==> src/softmax_pkg.sv <==
/*
 * shared package for the softmax pipeline
 *   sizes and Q5.10 constants
 *   element and vector types, stage-to-stage bundles
 */
package softmax_pkg;

    // ========================================
    // sizes and fixed-point constants
    // ========================================
    localparam int vec_len        = 16;               // elements per vector
    localparam int frac_bits      = 10;               // Q5.10
    localparam int one_q          = 1 << frac_bits;   // 1.0
    localparam int exp_lut_depth  = 64;               // quarter-unit steps, 0 .. -15.75
    localparam int recip_dividend = one_q * one_q;    // 1/x back in Q5.10
    localparam int pipe_latency   = 8;                // frontend 3 + divider 4 + backend 1

    // element types
    typedef logic signed [15:0] logit_t;   // signed Q5.10 input
    typedef logic        [15:0] exp_t;     // 0 .. 1.0
    typedef logic        [31:0] sum_t;     // 1024 .. 16384 in practice
    typedef logic        [15:0] recip_t;
    typedef logic        [15:0] prob_t;

    typedef logit_t [vec_len-1:0] logit_vec_t;
    typedef exp_t   [vec_len-1:0] exp_vec_t;
    typedef prob_t  [vec_len-1:0] prob_vec_t;

    // frontend -> divider
    typedef struct packed {
        sum_t     exp_sum;
        exp_vec_t exp_values;
    } exp_bundle_t;

    // divider -> backend
    typedef struct packed {
        recip_t   reciprocal;
        exp_vec_t exp_values;
    } recip_bundle_t;

endpackage

==> src/reciprocal_divider.sv <==
/*
 * reciprocal of the exponential sum in Q5.10
 *   s0 capture, s1 divide, s2 spare, output register
 *   exponentials carried alongside every stage
 */
`timescale 1ns/10ps

module reciprocal_divider (
    input  logic                       clk,
    input  logic                       rst_n,
    input  logic                       exp_valid,
    input  softmax_pkg::exp_bundle_t   exp_bundle,
    output logic                       recip_valid,
    output softmax_pkg::recip_bundle_t recip_bundle
);
    import softmax_pkg::*;

    logic          valid_s0;
    logic          valid_s1;
    logic          valid_s2;
    logic [19:0]   sum_s0;      // sum never exceeds 16384
    exp_vec_t      exps_s0;
    logic [20:0]   quot_c;      // recip_dividend needs 21 bits
    recip_bundle_t bundle_s1;
    recip_bundle_t bundle_s2;

    // ========================================
    // valid shift register
    // ========================================
    always_ff @(posedge clk or negedge rst_n) begin
        if (!rst_n) begin
            valid_s0    <= 1'b0;
            valid_s1    <= 1'b0;
            valid_s2    <= 1'b0;
            recip_valid <= 1'b0;
        end else begin
            valid_s0    <= exp_valid;
            valid_s1    <= valid_s0;
            valid_s2    <= valid_s1;
            recip_valid <= valid_s2;
        end
    end

    // 2^20 / sum, truncated toward zero
    // sum >= one_q so quotient <= one_q, fits recip_t
    assign quot_c = 21'(recip_dividend) / 21'(sum_s0);

    // ========================================
    // data stages
    // ========================================
    always_ff @(posedge clk) begin
        if (exp_valid) begin                   // s0 capture
            sum_s0  <= exp_bundle.exp_sum[19:0];
            exps_s0 <= exp_bundle.exp_values;
        end
        if (valid_s0) begin                    // s1 divide
            bundle_s1.reciprocal <= recip_t'(quot_c);
            bundle_s1.exp_values <= exps_s0;
        end
        if (valid_s1) begin
            bundle_s2 <= bundle_s1;            // s2, slot for a refinement step
        end
        if (valid_s2) begin
            recip_bundle <= bundle_s2;         // output register
        end
    end

endmodule

==> config.mk <==
export PLATFORM = sky130hd
export DESIGN_NAME = reciprocal_divider
export DESIGN_NICKNAME = d
export VERILOG_FILES = /design/src/softmax_pkg.sv /design/src/reciprocal_divider.sv
export SDC_FILE = /design/constraint.sdc
export NUM_CORES = 1
export LEC_CHECK = 0
export BUFFER_PORTS_ARGS = -buffer_cell sky130_fd_sc_hd__clkbuf_2
export CAP_MARGIN = 25
export CORE_MARGIN = 4
export CORE_UTILIZATION = 53
export CTS_BUF_LIST = sky130_fd_sc_hd__clkbuf_4 sky130_fd_sc_hd__clkbuf_8 sky130_fd_sc_hd__clkbuf_16
export DETAILED_ROUTE_END_ITERATION = 6
export PLACE_DENSITY_LB_ADDON = 0.1
export SLEW_MARGIN = 20
export SYNTH_ARGS = -nofsm -noshare
export SYNTH_HDL_FRONTEND = slang
export SYNTH_SLANG_ARGS = --single-unit
==> constraint.sdc <==
create_clock -name clk -period 41.5 [get_ports clk]
set_input_delay 8.3 -clock clk [delete_from_list [all_inputs] [get_ports clk]]
set_output_delay 8.3 -clock clk [all_outputs]
set_load 0.05 [all_outputs]
==> results_dict.tcl <==
set metrics [dict create \
    synth_area_leaders "edfxtp_1, ha_1, a21oi_1, nor2_1, xnor2_1" \
    finalSetupViolCount 0 \
    cts_tree "done" \
    totalPowerFinal_mw 2.57 \
    drv_cap 0 \
    die_h_um 302 \
    synth_top_area_cell "edfxtp_1" \
    crit_slowest_cell "or4_4" \
    fp.dieArea_um2 90900 \
    status "finished with violations" \
    synth_ff_type "edfxtp_1" \
    synth_edf_count 1092 \
    final_core_util 0.678 \
    cts-root-buf "clkbuf_16" \
    p_sw_mw 0.603 \
    cts_buffers 101 \
    hp-class "reg -> reg" \
    dp_slack_ns -0.193 \
    synth.avg_cell_area_um2 15.3 \
    route.detailed.drc 2 \
    final_nets 4713 \
    failed_checks "DRC" \
    crit_path_start "sum_s0[14]$_DFFE_PP_" \
    cp.required_ns 41.89 \
    relSlewSlack 0.280 \
    synth_top_area_share 0.718 \
    clkSinkCount 1096 \
    viasPerCell 5.50 \
    post-route-period-util 0.949 \
    hold_viol 0 \
    crit_top_cell "ha_1" \
    drtIter0Drc 2329 \
    crit_path_max_fanout 17 \
    worst_slack_ns 2.10 \
    cp-end-kind "flop" \
    p_sw_frac 0.234 \
    clock.fmax_mhz 25.4 \
    yosysWarnings 0 \
    ys_types 99 \
    drt_pass1_iterations 7 \
    rows 107 \
    reg2reg_from "sum_s0[14]$_DFFE_PP_" \
    yosys-top-cells-count "edfxtp_1, ha_1, nor2_1" \
    coreArea_um2 85300 \
    via_count 30000 \
    reg2reg_depth 182 \
    syn-num-nets 3492 \
    p_int_mw 1.97 \
    hold_start "exps_s0[92]$_DFFE_PP_" \
    worst_slew_pin_slew_ns 1.08 \
    synthesis.area_um2 45700 \
    gp_congestion 0.958 \
    h-tree-depth 3 \
    critPathLaunchType "flop" \
    fin_skew_ns 0.0245 \
    grt_pass1_vias 30200 \
    fin_crit_ns 39.40 \
    wl_per_cell_um 22.1 \
    grt-ovfl-total 0 \
    grt_pass1_wl_mm 179 \
    io_pins 564 \
    drt-total-wl_mm 120 \
    critPathKind "reg -> reg" \
    whs_path_depth 0 \
    yosysMostFrequentCell "edfxtp_1" \
    powerDensity_nw_per_um2 44.5 \
    grt.total_usage 0.260 \
    arrival_ns 39.79 \
    dpl.hpwl_mm 85.3 \
    p_leak_nw 24.0 \
    critPathMaxStageDelay_ns 0.67 \
    syn2layout_area_growth_pct 26.7 \
    seq_area_frac_synth 0.720 \
    clkTransAtPathRegs_ns 0.06 \
    drive_gt1_frac 0.339 \
    ir_drop_uv 36.1 \
    port_buffers 551 \
    die_w_um 302 \
    clk_path_buf_depth 3 \
    antenna_found_initial 13 \
    synth_seq_cells 1096 \
    ys_async_sr_fraction 0.00365 \
    initial_core_util 0.535 \
    clkLatencyLatePin_ns 0.67 \
    drv_slew 0 \
    pwr-share-clk 0.349 \
    grt_max_degree 156 \
    share_comb_of_total_power 0.136 \
    synthCells 2992 \
    ant_nets 0 \
    seqPwrFrac 0.515 \
]
## power by group through the flow
stage | Combinational (mW) | Clock, mW | Sequential (mW)
final | 0.350 | 0.899 | 1.32
after global routing | 0.384 | 0.973 | 1.33
after CTS | 0.345 | 0.918 | 1.33
after detailed placement | 0.342 | 0 | 1.35
after global placement | 0.332 | 0 | 1.34
after floorplan | 0.160 | 0 | 1.38
## sequential cells by signal, summed over array words and instances, names as in the netlist
name,flops
recip_valid,1
bundle_s2,272
valid_s2,1
recip_bundle,272
exps_s0,256
bundle_s1,272
sum_s0,20
valid_s1,1
valid_s0,1
## critical path: cells and delay by family (launching register included)
| family | cells | cell delay, ns |
|---|---|---|
| adders and majority gates | 20 | 5.87 |
| and+or+nand+nor | 49 | 9.54 |
| buffers and inverters | 28 | 4.22 |
| AOI/OAI and AO/OA | 78 | 16.86 |
| muxes | 7 | 2.05 |
| DFF | 1 | 0.46 |
## metal layers
| metal | global-route usage | share of wire |
|---|---|---|
| met4 | 0.0883 | 0.034 |
| met5 | 0 | 0.00029 |
| met1 | 0.335 | 0.40 |
| met2 | 0.453 | 0.51 |
| met3 | 0.0387 | 0.060 |
## timing repair
action	in CTS	in global routing
buffers inserted	0	24
pin swaps	0	8
endpoints found under the setup margin	1	2
hold buffers	0	0
gates resized for setup	4	56
gates cloned	0	1
## cell families after synthesis
| kind of cell | count (synthesis) | synth area share |
|---|---|---|
| flops | 1096 | 0.720 |
| compound gates | 688 | 0.102 |
| simple gates | 672 | 0.0718 |
| fa+ha+maj | 209 | 0.0573 |
| buf+inv | 151 | 0.0134 |
| xor+xnor | 132 | 0.0253 |
| mux | 44 | 0.0103 |
## worst paths after layout
check / slack (ns) / end
worst max-delay path: 2.10 / bundle_s1[256]$_DFFE_PP_
worst min-delay path: 0.40 / bundle_s1[92]$_DFFE_PP_
worst max register to register: 2.10 / bundle_s1[256]$_DFFE_PP_
worst min register to register: 0.40 / bundle_s1[92]$_DFFE_PP_
max in group asynchronous: 33.90 / valid_s0$_DFF_PN0_
min in group asynchronous: 7.43 / recip_valid$_DFF_PN0_
## cell usage in the layout (no fill, tap or decap), drive strengths merged, types with 29 or more instances in the layout
master,n
buf,624
xor2,53
nand3,54
nand2b,30
a31oi,32
nor2b,29
nor2,192
a21o,67
o21a,54
o211ai,29
nand2,164
edfxtp,1092
nor3,62
clkinv,43
inv,95
a21oi,164
clkbuf,682
xnor2,79
o21ai,137
ha,209
## final cells by class
class	instances	area (µm²)
well taps	1144	1430
flip-flops and latches	1096	32900
repair buffers	1174	7480
clock inverters	51	448
multi-input cells	1746	12400
clock buffers	132	2830
diodes	12	30.0
fillers	6010	27400
inverters	94	362
## through the flow
stage	TNS [ns]	cell area (µm²)	cells	hold WS (ns)
floorplan	0	45700	2992	0.400
global placement	0	54100	5229	0.400
detailed placement	-0.193	54100	5229	0.405
CTS	0	57400	5412	0.398
global route	-0.133	57800	5447	0.401
finish	0	57800	5449	0.397
Note: power is estimated with default switching activity, not from simulation.
