## src/softmax_pkg.sv

```systemverilog
/*
 * shared package for the softmax pipeline
 *   sizes and Q5.10 constants
 *   element and vector types, stage-to-stage bundles
 */
package softmax_pkg;

    // ========================================
    // sizes and fixed-point constants
    // ========================================
    localparam int vec_len        = 16;               // elements per vector
    localparam int frac_bits      = 10;               // Q5.10
    localparam int one_q          = 1 << frac_bits;   // 1.0
    localparam int exp_lut_depth  = 64;               // quarter-unit steps, 0 .. -15.75
    localparam int recip_dividend = one_q * one_q;    // 1/x back in Q5.10
    localparam int pipe_latency   = 8;                // frontend 3 + divider 4 + backend 1

    // element types
    typedef logic signed [15:0] logit_t;   // signed Q5.10 input
    typedef logic        [15:0] exp_t;     // 0 .. 1.0
    typedef logic        [31:0] sum_t;     // 1024 .. 16384 in practice
    typedef logic        [15:0] recip_t;
    typedef logic        [15:0] prob_t;

    typedef logit_t [vec_len-1:0] logit_vec_t;
    typedef exp_t   [vec_len-1:0] exp_vec_t;
    typedef prob_t  [vec_len-1:0] prob_vec_t;

    // frontend -> divider
    typedef struct packed {
        sum_t     exp_sum;
        exp_vec_t exp_values;
    } exp_bundle_t;

    // divider -> backend
    typedef struct packed {
        recip_t   reciprocal;
        exp_vec_t exp_values;
    } recip_bundle_t;

endpackage

```

## src/softmax_frontend.sv

```systemverilog
/*
 * softmax frontend, three register stages
 *   max search by comparison tree, max subtraction
 *   quarter-step exponential table, sum of exponentials
 */
`timescale 1ns/10ps

module softmax_frontend (
    input  logic                     clk,
    input  logic                     rst_n,
    input  logic                     valid_in,
    input  softmax_pkg::logit_vec_t  logits_in,
    output logic                     exp_valid,
    output softmax_pkg::exp_bundle_t exp_bundle
);
    import softmax_pkg::*;

    localparam int idx_w = $clog2(exp_lut_depth);   // 6 bit table index

    // round(one_q * e^(-k/4)), everything past k = 30 rounds to zero
    localparam exp_t exp_lut [exp_lut_depth] = '{
        16'd1024, 16'd797,  16'd621,  16'd484,  16'd377,  16'd293,  16'd228,  16'd178,
        16'd139,  16'd108,  16'd84,   16'd65,   16'd51,   16'd40,   16'd31,   16'd24,
        16'd19,   16'd15,   16'd11,   16'd9,    16'd7,    16'd5,    16'd4,    16'd3,
        16'd3,    16'd2,    16'd2,    16'd1,    16'd1,    16'd1,    16'd1,    16'd0,
        16'd0,    16'd0,    16'd0,    16'd0,    16'd0,    16'd0,    16'd0,    16'd0,
        16'd0,    16'd0,    16'd0,    16'd0,    16'd0,    16'd0,    16'd0,    16'd0,
        16'd0,    16'd0,    16'd0,    16'd0,    16'd0,    16'd0,    16'd0,    16'd0,
        16'd0,    16'd0,    16'd0,    16'd0,    16'd0,    16'd0,    16'd0,    16'd0
    };

    logic       valid_s1;
    logic       valid_s2;
    logit_t     max_c;       // tree output, straight from logits_in
    logit_t     max_s1;
    logit_vec_t logits_s1;
    exp_vec_t   exps_c;
    exp_vec_t   exps_s2;
    sum_t       sum_c;

    // strobe follows the data three stages deep
    always_ff @(posedge clk or negedge rst_n) begin
        if (!rst_n) begin
            valid_s1  <= 1'b0;
            valid_s2  <= 1'b0;
            exp_valid <= 1'b0;
        end else begin
            valid_s1  <= valid_in;
            valid_s2  <= valid_s1;
            exp_valid <= valid_s2;
        end
    end

    // ========================================
    // stage 1  max search
    // ========================================
    // pairwise tree, 16 -> 8 -> 4 -> 2 -> 1
    always_comb begin : max_tree
        logit_t cand [vec_len];
        for (int i = 0; i < vec_len; i++) begin
            cand[i] = logits_in[i];
        end
        for (int w = vec_len / 2; w > 0; w = w / 2) begin
            for (int i = 0; i < w; i++) begin
                cand[i] = ($signed(cand[2*i]) > $signed(cand[2*i+1])) ? cand[2*i] : cand[2*i+1];
            end
        end
        max_c = cand[0];
    end

    always_ff @(posedge clk) begin
        if (valid_in) begin
            logits_s1 <= logits_in;
            max_s1    <= max_c;
        end
    end

    // ========================================
    // stage 2  subtract max, table lookup
    // ========================================
    always_comb begin : exp_lookup
        logic signed [16:0] diff;   // x - max, zero or negative
        logic        [16:0] mag;    // negated diff
        logic [idx_w-1:0]   idx;
        for (int i = 0; i < vec_len; i++) begin
            diff = {logits_s1[i][15], logits_s1[i]} - {max_s1[15], max_s1};
            mag  = 17'(-diff);
            if (mag[16:8] > 9'(exp_lut_depth - 1)) begin
                idx = idx_w'(exp_lut_depth - 1);   // clamp to table end
            end else begin
                idx = mag[8 +: idx_w];             // one entry per 256 (0.25)
            end
            exps_c[i] = exp_lut[idx];
        end
    end

    always_ff @(posedge clk) begin
        if (valid_s1) exps_s2 <= exps_c;
    end

    // ========================================
    // stage 3  sum of exponentials
    // ========================================
    always_comb begin : exp_adder
        sum_c = '0;
        for (int i = 0; i < vec_len; i++) begin
            sum_c = sum_c + sum_t'(exps_s2[i]);   // max term adds exactly one_q
        end
    end

    always_ff @(posedge clk) begin
        if (valid_s2) begin
            exp_bundle.exp_sum    <= sum_c;
            exp_bundle.exp_values <= exps_s2;   // exponentials ride beside the sum
        end
    end

endmodule

```

## config.mk

```make
export PLATFORM = sky130hd
export DESIGN_NAME = softmax_frontend
export DESIGN_NICKNAME = d
export VERILOG_FILES = /design/src/softmax_pkg.sv /design/src/softmax_frontend.sv
export SDC_FILE = /design/constraint.sdc
export NUM_CORES = 2
export LEC_CHECK = 0
export ABC_CLOCK_PERIOD_IN_PS = 7000
export BUFFER_PORTS_ARGS = -buffer_cell sky130_fd_sc_hd__buf_2
export CAP_MARGIN = 10
export CORE_MARGIN = 3
export CORE_UTILIZATION = 47
export CTS_CLUSTER_SIZE = 40
export DETAILED_ROUTE_END_ITERATION = 7
export PLACE_DENSITY_LB_ADDON = 0.25
export RECOVER_POWER = 25
export SLEW_MARGIN = 20
export SYNTH_ARGS = -nofsm -noshare
export SYNTH_HDL_FRONTEND = slang
export SYNTH_SLANG_ARGS = --single-unit
```

## constraint.sdc

```tcl
create_clock -name clk -period 7 [get_ports clk]
set_input_delay 0.35 -clock clk [delete_from_list [all_inputs] [get_ports clk]]
set_output_delay 0.35 -clock clk [all_outputs]
set_load 0.02 [all_outputs]
```

==> flow_metrics.tcl <==
set metrics [dict create \
    status "finished, violations left" \
    violations "negative setup slack" \
    placement_rows 118 \
    avgSynthCellArea_um2 10.18 \
    rsz_0062_raised_after_global_routing "yes" \
    synth_enable_flop_cells 640 \
    grt_start_max_net_pins 149 \
    route.detailed.vias_per_inst 5.514 \
    nNetsFinal 7294 \
    drt_first_iter_violations 3818 \
    yosysWarningCount 0 \
    synth_top_cell_area_share 0.3880 \
    most-common-layout-cells "sky130_fd_sc_hd__buf_4 (745), sky130_fd_sc_hd__inv_1 (711), sky130_fd_sc_hd__edfxtp_1 (640)" \
    syn-instance-count 4866 \
    netlist.top_cell.by_area "sky130_fd_sc_hd__edfxtp_1" \
    element_type_at_the_critical_path_start "input pin" \
    die-area_um2 109300 \
    worst_pin_slew_ns 1.137 \
    total_negative_setup_slacks_ns -16.10 \
    cts_root_buf "sky130_fd_sc_hd__clkbuf_16" \
    dieHeight_um 330.6 \
    final_util 0.6304 \
    placedCellCount 7320 \
    slew_violations 0 \
    place_ws_ns -2.163 \
    chipWidth_um 330.6 \
    portion_of_the_post_synthesis_area_used_by_sequential_elements 0.3895 \
    tritoncts_clock_tree "done" \
    critical_path.endpoint_type "register" \
    cp_data_arrival_time_ns 8.47 \
    antenna_left 0 \
    dr_total_vias 42640 \
    max_cap_violations 0 \
    fin_ws_ns -1.083 \
    globalRouteOverflowTotal 0 \
    layout.cells.non_filler 7733 \
    layout_min_cycle_time_ns 8.083 \
    critical_path.slowest_cell "sky130_fd_sc_hd__or4_4" \
    worstSkewPairLatency_ns 0.65 \
    reg2reg_setup_slack_ns 0.25 \
    numCtsBuffers 78 \
    filler_cell_count 8473 \
    initial_core_utilization 0.4758 \
    setup-violations-final 16 \
    detailed_routing_iteration_count_for_the_pre_antenna_repair_pass 6 \
    drt_drc_violations_left 0 \
    worst-endpoint-required_ns 7.38 \
    hold_class "input pin to register" \
    routed_wire_length_per_instance_um 22.50 \
    synth_flop_cell "sky130_fd_sc_hd__edfxtp_1" \
    grt_first_pass_wirelength_mm 249.6 \
    final_worst_path_cycle_share 1.155 \
    gp_routability_congestion 0.9716 \
    core_region_area_um2 104100 \
    max_slew_margin 0.2201 \
    cts_num_sinks 643 \
    seqCellArea_um2 19300 \
    synth_area_um2 49530 \
    cts.clk_slew.worst_paths_ns 0.06 \
    fin_skew_ns 0.02430 \
    timing.final.hold_violations 0 \
    multi_input_area_um2 28670 \
    wl_mm 174.0 \
    first_global_vias 40700 \
    port_buffers 451 \
    worst-path-max-fanout 8 \
    critical-path-top-cell-by-count "sky130_fd_sc_hd__buf_6" \
    async_reset_ff_frac 0.004666 \
    slowest_delay_ns 0.59 \
    critical_path_class "input pin to register" \
    synth.lib_cells_used.distinct 91 \
    post_route_cells_drive_above_1_share 0.2765 \
    area.growth.synth_to_final_pct 32.47 \
    synth_top_cells_by_area "sky130_fd_sc_hd__edfxtp_1 (39%), sky130_fd_sc_hd__ha_1 (15%), sky130_fd_sc_hd__fa_1 (6.1%)" \
    htree_levels 3 \
    most_frequent_standard_cell_in_the_layout_excluding_fill_and_tap_cells "sky130_fd_sc_hd__buf_4" \
    top_level_ports 548 \
    achievable_frequency_mhz 123.7 \
    ctsLongestPathBuffers 3 \
    hpwlAfterDp_mm 135.4 \
    synth-seq-cells 643 \
    grt_antenna_before_repair 17 \
    grt_use_total 0.3065 \
]
per-layer routing:
layer,up-vias,GRT usage,routed length (um)
met1,20380,0.4044,71470
met2,1810,0.5014,81350
met4,6,0.1359,8753
met5,-,0,41
met3,410,0.04530,12370
li1,20040,-,-
per-stage QoR:
step,hold slack (ns),instance area (um^2)
after floorplan,0.05441,50190
after global placement,0.1636,58570
after detailed placement,0.1644,58570
after CTS,0.0006578,64250
after global routing,0.02922,65590
final,0.05768,65610
path summary, 6_finish.rpt:
kind / from / to / cells past startpoint
worst max register to register: exps_s2[195]$_SDFFCE_PN0P_ / exp_bundle[271]$_DFFE_PP_ / 24
min in group asynchronous: rst_n / valid_s1$_DFF_PN0_ / 3
max in group asynchronous: rst_n / valid_s2$_DFF_PN0_ / 3
worst min register to register: exps_s2[210]$_SDFFCE_PN0P_ / exp_bundle[210]$_DFFE_PP_ / 0
worst max-delay path: logits_in[55] / max_s1[1]$_DFFE_PP_ / 46
worst min-delay path: logits_in[41] / logits_s1[41]$_DFFE_PP_ / 2
registers in the layout, summed over array words and instances, names as in the netlist:
signal,count
max_s1,16
valid_s1,1
exp_valid,1
valid_s2,1
logits_s1,256
exps_s2,176
exp_bundle,192
repair_timing:
action                                  in CTS  in global routing
cloned                                      10                  1
endpoints found under the setup margin      16                 18
endpoints found under the hold margin      184                  0
resized for setup                          202                194
setup buffers                               24                 41
pin swaps                                   60                 92
hold buffers                               183                  0
area by class of cell:
| type | count | area share |
|---|---|---|
| Inverter | 730 | 0.04226 |
| Clock buffer | 87 | 0.03089 |
| Clock inverter | 57 | 0.009287 |
| Tap cell | 1380 | 0.02632 |
| Multi-Input combinational cell | 3383 | 0.4369 |
| Antenna cell | 12 | 0.0004577 |
| Sequential cell | 643 | 0.2942 |
| Timing Repair Buffer | 1441 | 0.1597 |
cell usage after synthesis (all sizes together) (10+ instances only):
library cell	count
ha	608
and4	13
nand3	92
buf	110
a311oi	22
clkbuf	100
a2111oi	20
or2	37
a211oi	67
o21bai	13
o22ai	18
nand2	220
mux2	46
a31oi	38
a211o	11
xnor2	92
or4	12
o31ai	10
nor2	355
nand3b	13
nand2b	61
nor4	26
or3	41
nor3b	10
xor2	46
mux2i	149
edfxtp	640
a21oi	318
nor3	164
a21o	108
nand4	47
inv	730
fa	150
o21ai	176
and2	23
a221oi	31
o211ai	43
nor2b	45
and3	19
o21a	33
kinds of logic (layout without fill, tap and decap cells):
| logic type | after synthesis | in the layout | share of synthesized area |
|---|---|---|---|
| flip-flops | 643 | 643 | 0.3895 |
| other | 1 | 108 | 0.00007571 |
| AO/OA/AOI/OAI | 998 | 998 | 0.1329 |
| AND/OR/NAND/NOR | 1190 | 1194 | 0.1175 |
| adder cells (fa/ha/maj) | 760 | 760 | 0.2147 |
| XOR/XNOR | 138 | 138 | 0.02440 |
| multiplexers | 196 | 197 | 0.04143 |
| buffers and inverters | 940 | 2315 | 0.07950 |
critical path: cells and delay by family:
kind,cells,cell delay [ns]
mux,4,1.03
compound gates,8,1.45
simple gates,18,3.04
fa+ha+maj,4,1.07
buf+inv,12,1.49
Power is left out: the tool's default activity adds up to more than one toggle a clock period on the data nets, which glitch-free logic cannot reach.
